## src/hdl/fp_sqrt_pkg.sv

```systemverilog
// Shared widths, flag and class types and register map of the FP square-root peripheral
package fp_sqrt_pkg;

    // IEEE single-precision field widths
    localparam int exp_width   = 8;
    localparam int frac_width  = 23;
    localparam int float_width = 32;

    // Root bits including the hidden bit
    localparam int root_width = 24;

    // Width of the bit counter that runs from 0 to root_width
    localparam int cnt_width = $clog2(root_width + 1);

    localparam logic [float_width-1:0] canonical_nan = 32'h7fc0_0000;

    // RISC-V exception flags with nv in the top bit
    typedef struct packed {
        logic nv;
        logic dz;
        logic of;
        logic uf;
        logic nx;
    } fflags_t;

    typedef enum logic [1:0] {
        class_sqrt = 2'd0,
        class_zero = 2'd1,
        class_inf  = 2'd2,
        class_nan  = 2'd3
    } result_class_e;

    // Word addresses of the bus register block
    typedef enum logic [1:0] {
        reg_src    = 2'd0,
        reg_ctrl   = 2'd1,
        reg_status = 2'd2,
        reg_result = 2'd3
    } wb_reg_e;

endpackage

```

## src/hdl/sqrt_if.sv

```systemverilog
// Command and result channel between the bus register block and the square-root core
`timescale 1ns/1ps

interface sqrt_if
    import fp_sqrt_pkg::*;
();

    // Driven by the register block
    logic                   start;
    logic                   flush;
    logic [float_width-1:0] src;

    // Driven by the core
    logic [float_width-1:0] result;
    fflags_t                flags;
    logic                   busy;
    logic                   done;

    modport bus (
        output start, flush, src,
        input  result, flags, busy, done
    );

    modport core (
        input  start, flush, src,
        output result, flags, busy, done
    );

endinterface

```

## src/hdl/fp_sqrt_top.sv

```systemverilog
// Square-root peripheral top level joining the Wishbone register block and the core
`timescale 1ns/1ps

module fp_sqrt_top (
    input  logic        clk,
    input  logic        rst_n,
    input  logic        cyc,
    input  logic        stb,
    input  logic        we,
    input  logic [1:0]  adr,
    input  logic [31:0] dat_w,
    output logic [31:0] dat_r,
    output logic        ack
);

    sqrt_if u_sif ();

    wb_sqrt_regs u_regs (
        .clk   (clk),
        .rst_n (rst_n),
        .cyc   (cyc),
        .stb   (stb),
        .we    (we),
        .adr   (adr),
        .dat_w (dat_w),
        .dat_r (dat_r),
        .ack   (ack),
        .sif   (u_sif.bus)
    );

    fp_sqrt_unit u_core (
        .clk   (clk),
        .rst_n (rst_n),
        .sif   (u_sif.core)
    );

endmodule

```

## src/hdl/fp_sqrt_unit.sv

```systemverilog
// Single-precision square-root core that classifies, normalizes and packs the root
`timescale 1ns/1ps

module fp_sqrt_unit
    import fp_sqrt_pkg::*;
(
    input  logic   clk,
    input  logic   rst_n,
    sqrt_if.core   sif
);

    logic                    sign;
    logic [exp_width-1:0]    exp_f;
    logic [frac_width-1:0]   frac_f;
    result_class_e           cls;
    logic [exp_width:0]      exp_sum;
    logic [2*root_width-1:0] radicand;

    logic [root_width-1:0]   root;
    logic [root_width:0]     remnant;

    result_class_e           cls_q;
    logic [exp_width-1:0]    exp_q;

    always_comb begin
        sign   = sif.src[float_width-1];
        exp_f  = sif.src[float_width-2 -: exp_width];
        frac_f = sif.src[frac_width-1:0];

        // Subnormals fall into the zero class
        if ((exp_f == '1 && frac_f != '0) || sign) begin
            cls = class_nan;
        end else if (exp_f == '1) begin
            cls = class_inf;
        end else if (exp_f == '0) begin
            cls = class_zero;
        end else begin
            cls = class_sqrt;
        end
    end

    // Result exponent is (e + 127) / 2; an odd sum means the mantissa doubles
    always_comb begin
        exp_sum = {1'b0, exp_f} + (exp_width + 1)'((1 << (exp_width - 1)) - 1);
        if (exp_sum[0]) begin
            radicand = {1'b1, frac_f, {(root_width){1'b0}}};
        end else begin
            radicand = {2'b01, frac_f, {(root_width-1){1'b0}}};
        end
    end

    int_sqrt_unit u_root (
        .clk      (clk),
        .rst_n    (rst_n),
        .start    (sif.start),
        .flush    (sif.flush),
        .radicand (radicand),
        .root     (root),
        .remnant  (remnant),
        .busy     (sif.busy),
        .done     (sif.done)
    );

    // Class of the current or last operation, zero class out of reset
    always_ff @(posedge clk or negedge rst_n) begin
        if (!rst_n) begin
            cls_q <= class_zero;
        end else if (sif.start && !sif.busy && !sif.flush) begin
            cls_q <= cls;
        end
    end

    always_ff @(posedge clk) begin
        if (sif.start && !sif.busy && !sif.flush) begin
            exp_q <= exp_sum[exp_width:1];
        end
    end

    always_comb begin
        unique case (cls_q)
            class_sqrt: sif.result = {1'b0, exp_q, root[frac_width-1:0]};
            class_zero: sif.result = '0;
            class_inf:  sif.result = {1'b0, {(exp_width){1'b1}}, {(frac_width){1'b0}}};
            class_nan:  sif.result = canonical_nan;
            default:    sif.result = '0;
        endcase

        sif.flags.nv = (cls_q == class_nan);
        sif.flags.dz = 1'b0;
        sif.flags.of = 1'b0;
        sif.flags.uf = 1'b0;
        // Truncated root is inexact whenever a remainder is left
        sif.flags.nx = (cls_q == class_sqrt) && (remnant != '0);
    end

    a_class_known : assert property (@(posedge clk) disable iff (!rst_n)
        sif.done |-> !$isunknown(cls_q));

endmodule

```

## src/hdl/int_sqrt_unit.sv

```systemverilog
// Restoring integer square root, one root bit per clock, with final remainder
`timescale 1ns/1ps

module int_sqrt_unit
    import fp_sqrt_pkg::*;
(
    input  logic                    clk,
    input  logic                    rst_n,
    input  logic                    start,
    input  logic                    flush,
    input  logic [2*root_width-1:0] radicand,
    output logic [root_width-1:0]   root,
    output logic [root_width:0]     remnant,
    output logic                    busy,
    output logic                    done
);

    logic [2*root_width-1:0] rad_q;
    logic [root_width-1:0]   root_q;
    logic [root_width:0]     rem_q;
    logic [cnt_width-1:0]    cnt_q;
    logic                    busy_q;
    logic                    done_q;

    logic [root_width+2:0] rem_shift;
    logic [root_width+2:0] trial;
    logic                  trial_neg;
    logic                  last_step;

    // Bring down the next two radicand bits and try to subtract 4*root+1
    always_comb begin
        rem_shift = {rem_q, rad_q[2*root_width-1 -: 2]};
        trial     = rem_shift - {1'b0, root_q, 2'b01};
        trial_neg = trial[root_width+2];
        last_step = (cnt_q == cnt_width'(root_width));
    end

    always_ff @(posedge clk or negedge rst_n) begin
        if (!rst_n) begin
            busy_q <= 1'b0;
            done_q <= 1'b0;
            cnt_q  <= '0;
        end else if (flush) begin
            busy_q <= 1'b0;
            done_q <= 1'b0;
        end else if (start && !busy_q) begin
            busy_q <= 1'b1;
            done_q <= 1'b0;
            cnt_q  <= '0;
        end else if (busy_q) begin
            if (last_step) begin
                busy_q <= 1'b0;
                done_q <= 1'b1;
            end else begin
                cnt_q <= cnt_q + 1'b1;
            end
        end
    end

    // Datapath
    always_ff @(posedge clk) begin
        if (start && !busy_q && !flush) begin
            rad_q  <= radicand;
            root_q <= '0;
            rem_q  <= '0;
        end else if (busy_q && !last_step) begin
            rad_q <= {rad_q[2*root_width-3:0], 2'b00};
            if (trial_neg) begin
                // Root bit is zero and the remainder is restored
                rem_q  <= rem_shift[root_width:0];
                root_q <= {root_q[root_width-2:0], 1'b0};
            end else begin
                rem_q  <= trial[root_width:0];
                root_q <= {root_q[root_width-2:0], 1'b1};
            end
        end
    end

    assign root    = root_q;
    assign remnant = rem_q;
    assign busy    = busy_q;
    assign done    = done_q;

    a_busy_done_excl : assert property (@(posedge clk) disable iff (!rst_n)
        !(busy_q && done_q));

    // A start during an operation must not restart the bit count
    a_start_while_busy : assert property (@(posedge clk) disable iff (!rst_n)
        (start && busy_q && !flush && !last_step) |=> (cnt_q == $past(cnt_q) + 1'b1));

endmodule

```

## src/hdl/wb_sqrt_regs.sv

```systemverilog
// Wishbone classic slave holding operand, control, status and result registers
`timescale 1ns/1ps

module wb_sqrt_regs
    import fp_sqrt_pkg::*;
(
    input  logic        clk,
    input  logic        rst_n,
    input  logic        cyc,
    input  logic        stb,
    input  logic        we,
    input  logic [1:0]  adr,
    input  logic [31:0] dat_w,
    output logic [31:0] dat_r,
    output logic        ack,
    sqrt_if.bus         sif
);

    wb_reg_e                reg_sel;
    logic                   access;
    logic                   wr_en;
    logic [31:0]            rd_data;
    logic [float_width-1:0] src_q;
    logic                   ack_q;
    logic [31:0]            dat_r_q;

    // Access is accepted in its first cycle and ack follows on the next edge
    always_comb begin
        reg_sel = wb_reg_e'(adr);
        access  = cyc && stb && !ack_q;
        wr_en   = access && we;
    end

    always_ff @(posedge clk or negedge rst_n) begin
        if (!rst_n) begin
            ack_q   <= 1'b0;
            dat_r_q <= '0;
        end else begin
            ack_q <= access;
            if (access) begin
                dat_r_q <= rd_data;
            end
        end
    end

    // Operand register
    always_ff @(posedge clk or negedge rst_n) begin
        if (!rst_n) begin
            src_q <= '0;
        end else if (wr_en && reg_sel == reg_src) begin
            src_q <= dat_w;
        end
    end

    // Control writes become single-cycle start and flush pulses
    always_comb begin
        sif.start = wr_en && (reg_sel == reg_ctrl) && dat_w[0];
        sif.flush = wr_en && (reg_sel == reg_ctrl) && dat_w[1];
        sif.src   = src_q;
    end

    always_comb begin
        unique case (reg_sel)
            reg_src:    rd_data = src_q;
            reg_ctrl:   rd_data = '0;
            reg_status: rd_data = {25'd0, sif.flags, sif.done, sif.busy};
            reg_result: rd_data = sif.result;
            default:    rd_data = '0;
        endcase
    end

    assign ack   = ack_q;
    assign dat_r = dat_r_q;

    a_ack_after_req : assert property (@(posedge clk) disable iff (!rst_n)
        ack_q |-> $past(cyc && stb));

endmodule

```

## config.mk

```make
export PLATFORM = sky130hd
export DESIGN_NAME = fp_sqrt_top
export DESIGN_NICKNAME = d
export VERILOG_FILES = /design/src/hdl/fp_sqrt_pkg.sv /design/src/hdl/sqrt_if.sv /design/src/hdl/fp_sqrt_top.sv /design/src/hdl/fp_sqrt_unit.sv /design/src/hdl/int_sqrt_unit.sv /design/src/hdl/wb_sqrt_regs.sv
export SDC_FILE = /design/constraint.sdc
export NUM_CORES = 1
export LEC_CHECK = 0
export BUFFER_PORTS_ARGS = -buffer_cell sky130_fd_sc_hd__buf_2
export CORE_MARGIN = 2
export CORE_UTILIZATION = 54
export DETAILED_ROUTE_END_ITERATION = 8
export PLACE_DENSITY = 0.88
export SLEW_MARGIN = 20
export SYNTH_ARGS = -nofsm -noshare
export SYNTH_HDL_FRONTEND = slang
export SYNTH_SLANG_ARGS = --single-unit
```

## constraint.sdc

```tcl
create_clock -name clk -period 2.6 [get_ports clk]
set_clock_uncertainty 0.15 [all_clocks]
set_input_delay 0.52 -clock clk [delete_from_list [all_inputs] [get_ports clk]]
set_output_delay 0.52 -clock clk [all_outputs]
set_load 0.1 [all_outputs]
```

==> summary.md, run 1 <==
| Metric | Value |
|---|---|
| Routability cong. | `around 1` |
| CP startpoint kind | `flop` |
| Area after DPL | `around 9700 µm²` |
| Hold path depth | `2` |
| Mean Syn Cell Area | `~9.5 µm²` |
| Site Rows | `44` |
| Clock Path Buffers | `2` |
| Critical path class | `flop to flop` |
| Max-Cap Viols | `0` |
| Synth Area in Compound Gates | `0.157` |
| Synthesis Warnings | `0` |
| Synth Register Bits | `about 160` |
| Core area | `14,600 µm²` |
| Ratio of cells with drive above 1 in the final layout | `0.363` |
| Vias in the first global route | `around 8,400` |
| CTS tree | `yes` |
| Gate count of the mapped netlist | `roughly 860` |
| Vias | `8,759` |
| Grt total ovfl | `0` |
| Nature of the critical path endpoint | `flop` |
| Post-Place Cells | `between 1,000 and 1,500` |
| H-tree levels | `4` |
| Drt first pass iters | `7` |
| Synth unique cells | `68` |
| Peak VDD IR | `0.763 mV` |
| Routed length per instance | `roughly 25 µm` |
| CTS Root Cell | `clkbuf_16` |
| Failing checks | `setup timing` |
| Sink Count | `about 160` |
| Post-synthesis xor/xnor area fraction | `0.0333` |
| Final cell count without fillers | `~1,200` |
| Starting Density | `0.557` |
| Die X | `roughly 130 µm` |
| WL final | `approximately 31,000 µm` |
| Period utilization | `1.17` |
| ANT cells | `0` |
| Arrival @ worst endpoint | `3.18 ns` |
| Simple-gate share of the synthesized area | `0.154` |
| Vias per cell | `a little over 7` |
| Setup ws final | `-0.430 ns` |
| CP max FO | `6` |
| Mapped cell area | `8150 µm²` |
| Tot GR Track Use | `0.355` |
| # nets final | `approximately 1,100` |
| Worst-path clk slew | `0.06 ns` |
| Minimum clock period | `between 3 and 4 ns` |
| FMAX | `roughly 330 MHz` |
| FFs w/ async S/R, synth | `0.474` |
| Class of the worst hold path | `input port to flop` |
| Die Y | `between 100 and 150 µm` |
| CP required | `between 2 and 3 ns` |
| Worst Tran Pin Value | `0.806 ns` |
| Die area | `roughly 16,000 µm²` |
| Filler cell count | `757` |
| Io pins | `a little over 70` |
| RSZ-0062 raised after global routing | `true` |
| Final Max Slew Viols | `0` |
| DRT iter0 DRCs | `1,589` |
| Max_slew headroom | `0.460` |
| Final hold violation count | `0` |
| Largest net degree at the start of global routing | `70` |
| Inserted Clock Buffers | `17` |
| Ys flop type | `dfrtp_1` |
| PortBufs | `~70` |
| Hold Path End | `u_regs.sif.src[9]` |
| Syn_nets | `928` |
| Initial antenna violation count | `0` |
| First-pass GRT wire length | `between 40,000 and 50,000 µm` |
| Number of synthesized flops with an enable pin | `33` |
| Leakage power | `around 4.7 nW` |
| P&R area growth vs syn | `33.5%` |
| Status | `complete, but fails checks` |
| Clk Latency, worst-skew pair | `between 0.4 and 0.5 ns` |
| Post-route DRC violation count | `0` |
| RR Startpoint | `u_core.u_root.root[14]` |
| Dpl hpwl | `roughly 16,000 µm` |
| Post-route cell area | `10,900 µm²` |
| Post-Synth Adder-Cell Area | `0.0460` |
| R2r worst-path depth | `12` |
| Setup-failing EPs final | `26` |
| Largest family of logic cells by synthesized area | `compound AO/OA/AOI/OAI gates` |
| Min-delay src | `dat_w[9]` |
| Post-synthesis mux area share | `0.0967` |
| Pwr Density | `approximately 1700 nW/µm²` |
| FF-to-FF End | `u_core.u_root.remnant[14]` |
| Reg-to-reg slack, setup | `-0.43 ns` |
| Seq/Total Area, Yosys | `0.469` |
| Final ANT Viol Nets | `0` |
-- cells in the final DEF (no fill, tap or decap), types with 4 or more instances in the layout --
cell type / synthesis / layout
o21ai_1: 18 / 25
a211oi_1: 4 / 4
a31oi_1: 7 / 5
xnor2_1: 15 / 14
nand4_1: 8 / 8
o21ai_2: 1 / 5
and3_1: 9 / 8
edfxtp_1: 33 / 33
inv_2: 1 / 12
mux2i_1: 45 / 42
inv_1: 37 / 23
dfrtp_1: 73 / 72
nand2_1: 84 / 81
dfxtp_2: 0 / 21
a21o_1: 4 / 4
o21a_1: 4 / 4
nand2b_1: 6 / 6
o21ai_0: 83 / 72
clkinv_2: 0 / 7
buf_2: 2 / 70
a221oi_1: 21 / 19
nor4_1: 11 / 11
nor3_1: 10 / 8
clkbuf_16: 0 / 18
mux2_2: 30 / 30
ha_4: 0 / 19
ha_1: 30 / 9
dfxtp_1: 49 / 27
a21oi_4: 1 / 5
a21oi_1: 46 / 36
nor2_1: 70 / 67
xor2_1: 16 / 15
buf_12: 0 / 7
a21oi_2: 1 / 7
nand3_1: 39 / 37
buf_4: 0 / 130
-- layout make-up --
| type | instances | area (µm²) | share of cell area |
|---|---|---|---|
| clock inverters | 13 | 128 | 0.0117 |
| multi-input cells | 615 | 4500 | 0.413 |
| well taps | 184 | 230 | 0.0211 |
| inverters | 40 | 174 | 0.0160 |
| flip-flops and latches | 156 | 3860 | 0.354 |
| repair buffers | 213 | 1560 | 0.144 |
| clock buffers | 19 | 433 | 0.0398 |
-- logic make-up after synthesis --
family,after synthesis
buffers and inverters,88
xor gates and xnor gates,31
AOI/OAI and AO/OA,214
muxes,75
adders and majority gates,30
and+or+nand+nor,265
DFF,156
-- metrics by stage --
stage / setup WS [ns] / power [W] / setup TNS (ns) / utilization / hold WS, ns
final: -0.430 / 0.0190 / -8.15 / 0.743 / 0.162
after global routing: -0.475 / 0.0196 / -9.64 / 0.743 / 0.164
after CTS: -0.103 / 0.0164 / -1.59 / 0.718 / 0.165
after detailed placement: -0.242 / 0.0129 / -5.63 / 0.659 / 0.199
after global placement: -0.146 / 0.0125 / -1.58 / 0.659 / 0.197
after floorplan: -0.0904 / 0.00993 / -2.01 / - / 0.0744
-- cell usage after synthesis (all sizes together), types with 2 or more instances --
cell type,instances,area (µm²)
o211ai,2,15.0
edfxtp,33,991
or2,4,25.0
xnor2,15,131
nor3b,2,15.0
and3,10,67.6
clkbuf,40,153
dfxtp,49,981
clkinv,2,7.51
or3,3,18.8
nor2b,3,18.8
and2,2,13.8
o221ai,2,17.5
o21ai,102,514
o31ai,2,15.0
inv,38,143
ha,30,375
nand2,84,315
buf,8,55.1
nand3b,2,15.0
a21o,4,30.0
a221oi,21,184
and3b,2,17.5
nand4b,3,26.3
o21a,4,30.0
mux2i,45,450
dfrtp,73,1830
a2111oi,2,17.5
nor2,70,263
nand2b,6,37.5
xor2,16,140
nor3,10,50.1
nand4,8,50.1
nand3,39,195
a211oi,4,30.0
a21oi,48,255
a21boi,3,22.5
nor4,11,68.8
mux2,30,338
o21bai,4,30.0
a31oi,7,43.8
-- sequential cells by signal (all words and copies together) (netlist names), 2 cells and up --
name	flops
u_core.exp_q	8
u_regs.sif.src	32
u_core.u_root.remnant	25
u_core.cls_q	2
u_core.u_root.rad_q	25
u_core.u_root.root	24
u_regs.dat_r	32
u_core.u_root.cnt_q	5
-- where the power goes --
part / internal (W) / switching [W]
Combinational: 0.00557 / 0.00680
Clock: 0.00140 / 0.00105
Sequential: 0.00339 / 0.000834
-- per-layer routing --
| layer | up-vias | part of all wire | track usage | routed length [µm] |
|---|---|---|---|---|
| li1 | 3457 | - | - | - |
| met1 | 4005 | 0.32 | 0.411 | 10200 |
| met2 | 972 | 0.45 | 0.568 | 14100 |
| met3 | 325 | 0.13 | 0.108 | 4030 |
| met4 | 0 | 0.10 | 0.239 | 3130 |
| met5 | - | 0 | 0 | 0 |
-- repair_timing --
action / 4_1_cts / 5_1_grt
cloned: 1 / 1
setup endpoints to repair: 25 / 61
hold buffers: 1 / 0
pin swaps: 12 / 21
hold endpoints to repair: 38 / 0
gates resized for setup: 58 / 72
buffers inserted: 5 / 7
-- worst max path at each step --
stage / start / endpoint / slack (ns) / cells past startpoint
after floorplan: u_core.u_root.root[11] / u_core.u_root.remnant[13] / -0.09 / 13
after global placement: u_core.u_root.root[2] / u_core.u_root.remnant[23] / -0.15 / 11
after detailed placement: u_core.u_root.root[2] / u_core.u_root.remnant[23] / -0.24 / 11
after CTS: u_core.u_root.root[15] / u_core.u_root.remnant[8] / -0.10 / 11
after global routing: u_core.u_root.root[14] / u_core.u_root.remnant[4] / -0.48 / 12
final: u_core.u_root.root[14] / u_core.u_root.remnant[14] / -0.43 / 12
-- worst max-delay path, stage by stage (launching register included) --
cell	delay (ns)
dfxtp_1	0.34
inv_1	0.10
ha_4	0.29
nand2_2	0.10
buf_4	0.16
nor2_1	0.17
nor3_1	0.08
nor2_1	0.29
a21boi_1	0.19
or3_4	0.51
buf_12	0.18
mux2i_1	0.20
o21ai_1	0.11
(Power assumes the default switching activity.)
==> run 2, diff against run 1 <==
--- a/config.mk
+++ b/config.mk
@@ -10,6 +10,7 @@
 export CORE_UTILIZATION = 54
 export DETAILED_ROUTE_END_ITERATION = 8
 export PLACE_DENSITY = 0.88
+export RECOVER_POWER = 25
 export SLEW_MARGIN = 20
 export SYNTH_ARGS = -nofsm -noshare
 export SYNTH_HDL_FRONTEND = slang
==> summary.md, run 2 (synthesized netlist as in run 1, its figures left out) <==
| Metric | Value |
|---|---|
| Grt total ovfl | `0 (unchanged)` |
| CTS Root Cell | `clkbuf_16` |
| Crit-path cells | `inv_1 -> ha_4 -> nand2_2 -> buf_4 -> nor2_1 -> nor3_1 -> nor2_1 -> a21boi_1 -> or3_4 -> buf_12 -> mux2i_2 -> o21ai_1` |
| Nature of the critical path endpoint | `flop` |
| H-tree levels | `4 (unchanged)` |
| Worst Tran Pin Value | `1.08 ns (+0.274 ns)` |
| Arrival @ worst endpoint | `3.22 ns (+0.04 ns)` |
| CP max FO | `6 (unchanged)` |
| Routed length per instance | `25.2 µm (-0.60%)` |
| Core area | `14,600 µm² (unchanged)` |
| Io pins | `72 (unchanged)` |
| Most frequent cells in the layout | `buf_4 (128), nand2_1 (81), o21ai_0 (72), dfrtp_1 (72), buf_2 (70)` |
| CP delay by family, top | `simple AND/OR/NAND/NOR gates` |
| Critical path class | `flop to flop` |
| Failing checks | `DRC, setup timing` |
| Largest net degree at the start of global routing | `70 (unchanged)` |
| FMAX | `331 MHz (+0.24%)` |
| Max-Cap Viols | `0 (unchanged)` |
| Peak VDD IR | `0.768 mV (+0.59%)` |
| Starting Density | `0.557 (unchanged)` |
| First-pass GRT wire length | `44,400 µm (unchanged)` |
| Leakage power | `4.72 nW (-0.20%)` |
| Clock Path Buffers | `2 (unchanged)` |
| Tot Pwr | `0.0190 W (-0.35%)` |
| Minimum clock period | `3.02 ns (-0.00718 ns)` |
| Ratio of cells with drive above 1 in the final layout | `0.362 (-0.000947)` |
| Final Max Slew Viols | `0 (unchanged)` |
| Most frequent CP cell | `nor2_1` |
| Routability cong. | `0.973 (unchanged)` |
| Die Y | `127 µm (unchanged)` |
| Clk Latency, worst-skew pair | `0.45 ns (about the same)` |
| WL final | `31,200 µm (-0.60%)` |
| Worst-path cell with the longest stage delay | `or3_4` |
| Vias | `8,715 (-0.50%)` |
| CP Buf/Inv Count | `3 (unchanged)` |
| CP startpoint kind | `flop` |
| Final cell count without fillers | `1,240 (unchanged)` |
| Setup-failing EPs final | `26 (unchanged)` |
| Die area | `16,100 µm² (unchanged)` |
| Crit path launch | `u_core.u_root.root[14]` |
| RSZ-0062 raised after global routing | `true` |
| Tot GR Track Use | `0.355 (unchanged)` |
| Post-route DRC violation count | `5 (+5)` |
| CP required | `2.80 ns (+0.05 ns)` |
| Drt first pass iters | `9 (+2)` |
| RR Startpoint | `u_core.u_root.root[14]` |
| Sink Count | `156 (unchanged)` |
| Initial antenna violation count | `0 (unchanged)` |
| DRT iter0 DRCs | `1,596 (+0.44%)` |
| # nets final | `1,112 (unchanged)` |
| Vias per cell | `7.03 (-0.50%)` |
| Die X | `127 µm (unchanged)` |
| Final hold violation count | `0 (unchanged)` |
| Post-Place Cells | `1,193 (unchanged)` |
| Max incr delay on CP | `0.52 ns (about the same)` |
| Max_slew headroom | `0.280 (-0.180)` |
| Vias in the first global route | `8,359 (unchanged)` |
| Setup ws final | `-0.423 ns (+0.00718 ns)` |
| Worst-path clk slew | `0.06 ns (about the same)` |
| ANT cells | `0 (unchanged)` |
| Pwr Density | `1750 nW/µm² (-0.15%)` |
| Placement Setup Slack | `-0.242 ns (unchanged)` |
| Site Rows | `44 (unchanged)` |
| Inserted Clock Buffers | `17 (unchanged)` |
| PortBufs | `71 (unchanged)` |
| P&R area growth vs syn | `33.2%` |
| Class of the worst hold path | `input port to flop` |
| Most common cell after layout, fill and taps aside | `buf_4` |
| Dpl hpwl | `16,400 µm (unchanged)` |
| Status | `complete, but fails checks` |
| CTS tree | `yes` |
| Period utilization | `1.16 (-0.00276)` |
| Final ANT Viol Nets | `0 (unchanged)` |
| Min-delay src | `dat_w[16]` |
[run 2: cell types whose count changed in the layout (fill, tap and decap cells not counted), sizes merged]
cell,before,now
clkbuf,20,23
buf,211,208
[run 2: timing repair]
item                                    CTS  global route
hold endpoints to repair                 38             0
gates resized for setup                  58            72
pin swaps                                12            21
hold buffers                              1             0
cloned                                    1             1
buffers inserted                          5             7
endpoints found under the setup margin   25            61
[run 2: power breakdown]
part	switching, W	internal, W
registers	0.000836	0.00339
clock network	0.00104	0.00140
logic	0.00674	0.00556
total	0.00862	0.0103
[run 2: path summary, 6_finish.rpt]
kind	to	slack [ns]	cells after the start
max	u_core.u_root.remnant[13]	-0.42	12
min	u_regs.sif.src[16]	0.16	2
max reg2reg	u_core.u_root.remnant[13]	-0.42	12
min reg2reg	u_core.u_root.root[23]	0.33	2
max in group asynchronous	u_regs.ack	0.40	3
min in group asynchronous	u_regs.sif.src[1]	0.38	2
[run 2: area by class of cell]
type                            instances  area (µm²)
Clock inverter                         13         128
Timing Repair Buffer                  213        1540
Sequential cell                       156        3860
Inverter                               40         174
Multi-Input combinational cell        615        4500
Fill cell                             762        3780
Clock buffer                           19         433
Tap cell                              184         230
[run 2: metrics by stage]
stage | util | hold slack (ns) | instance area [µm²] | TNS (ns)
floorplan | - | 0.0744 | 8270 | -2.01
global placement | 0.659 | 0.197 | 9650 | -1.58
detailed placement | 0.659 | 0.199 | 9650 | -5.63
CTS | 0.718 | 0.165 | 10500 | -1.59
global route | 0.742 | 0.164 | 10900 | -9.64
finish | 0.742 | 0.164 | 10900 | -8.25
[run 2: per-layer routing]
| layer | track usage | wire length (µm) | vias up |
|---|---|---|---|
| li1 | - | - | 3452 |
| met1 | 0.411 | 10400 | 4033 |
| met2 | 0.568 | 14100 | 912 |
| met3 | 0.108 | 3640 | 318 |
| met4 | 0.239 | 3100 | 0 |
| met5 | 0 | 0 | - |
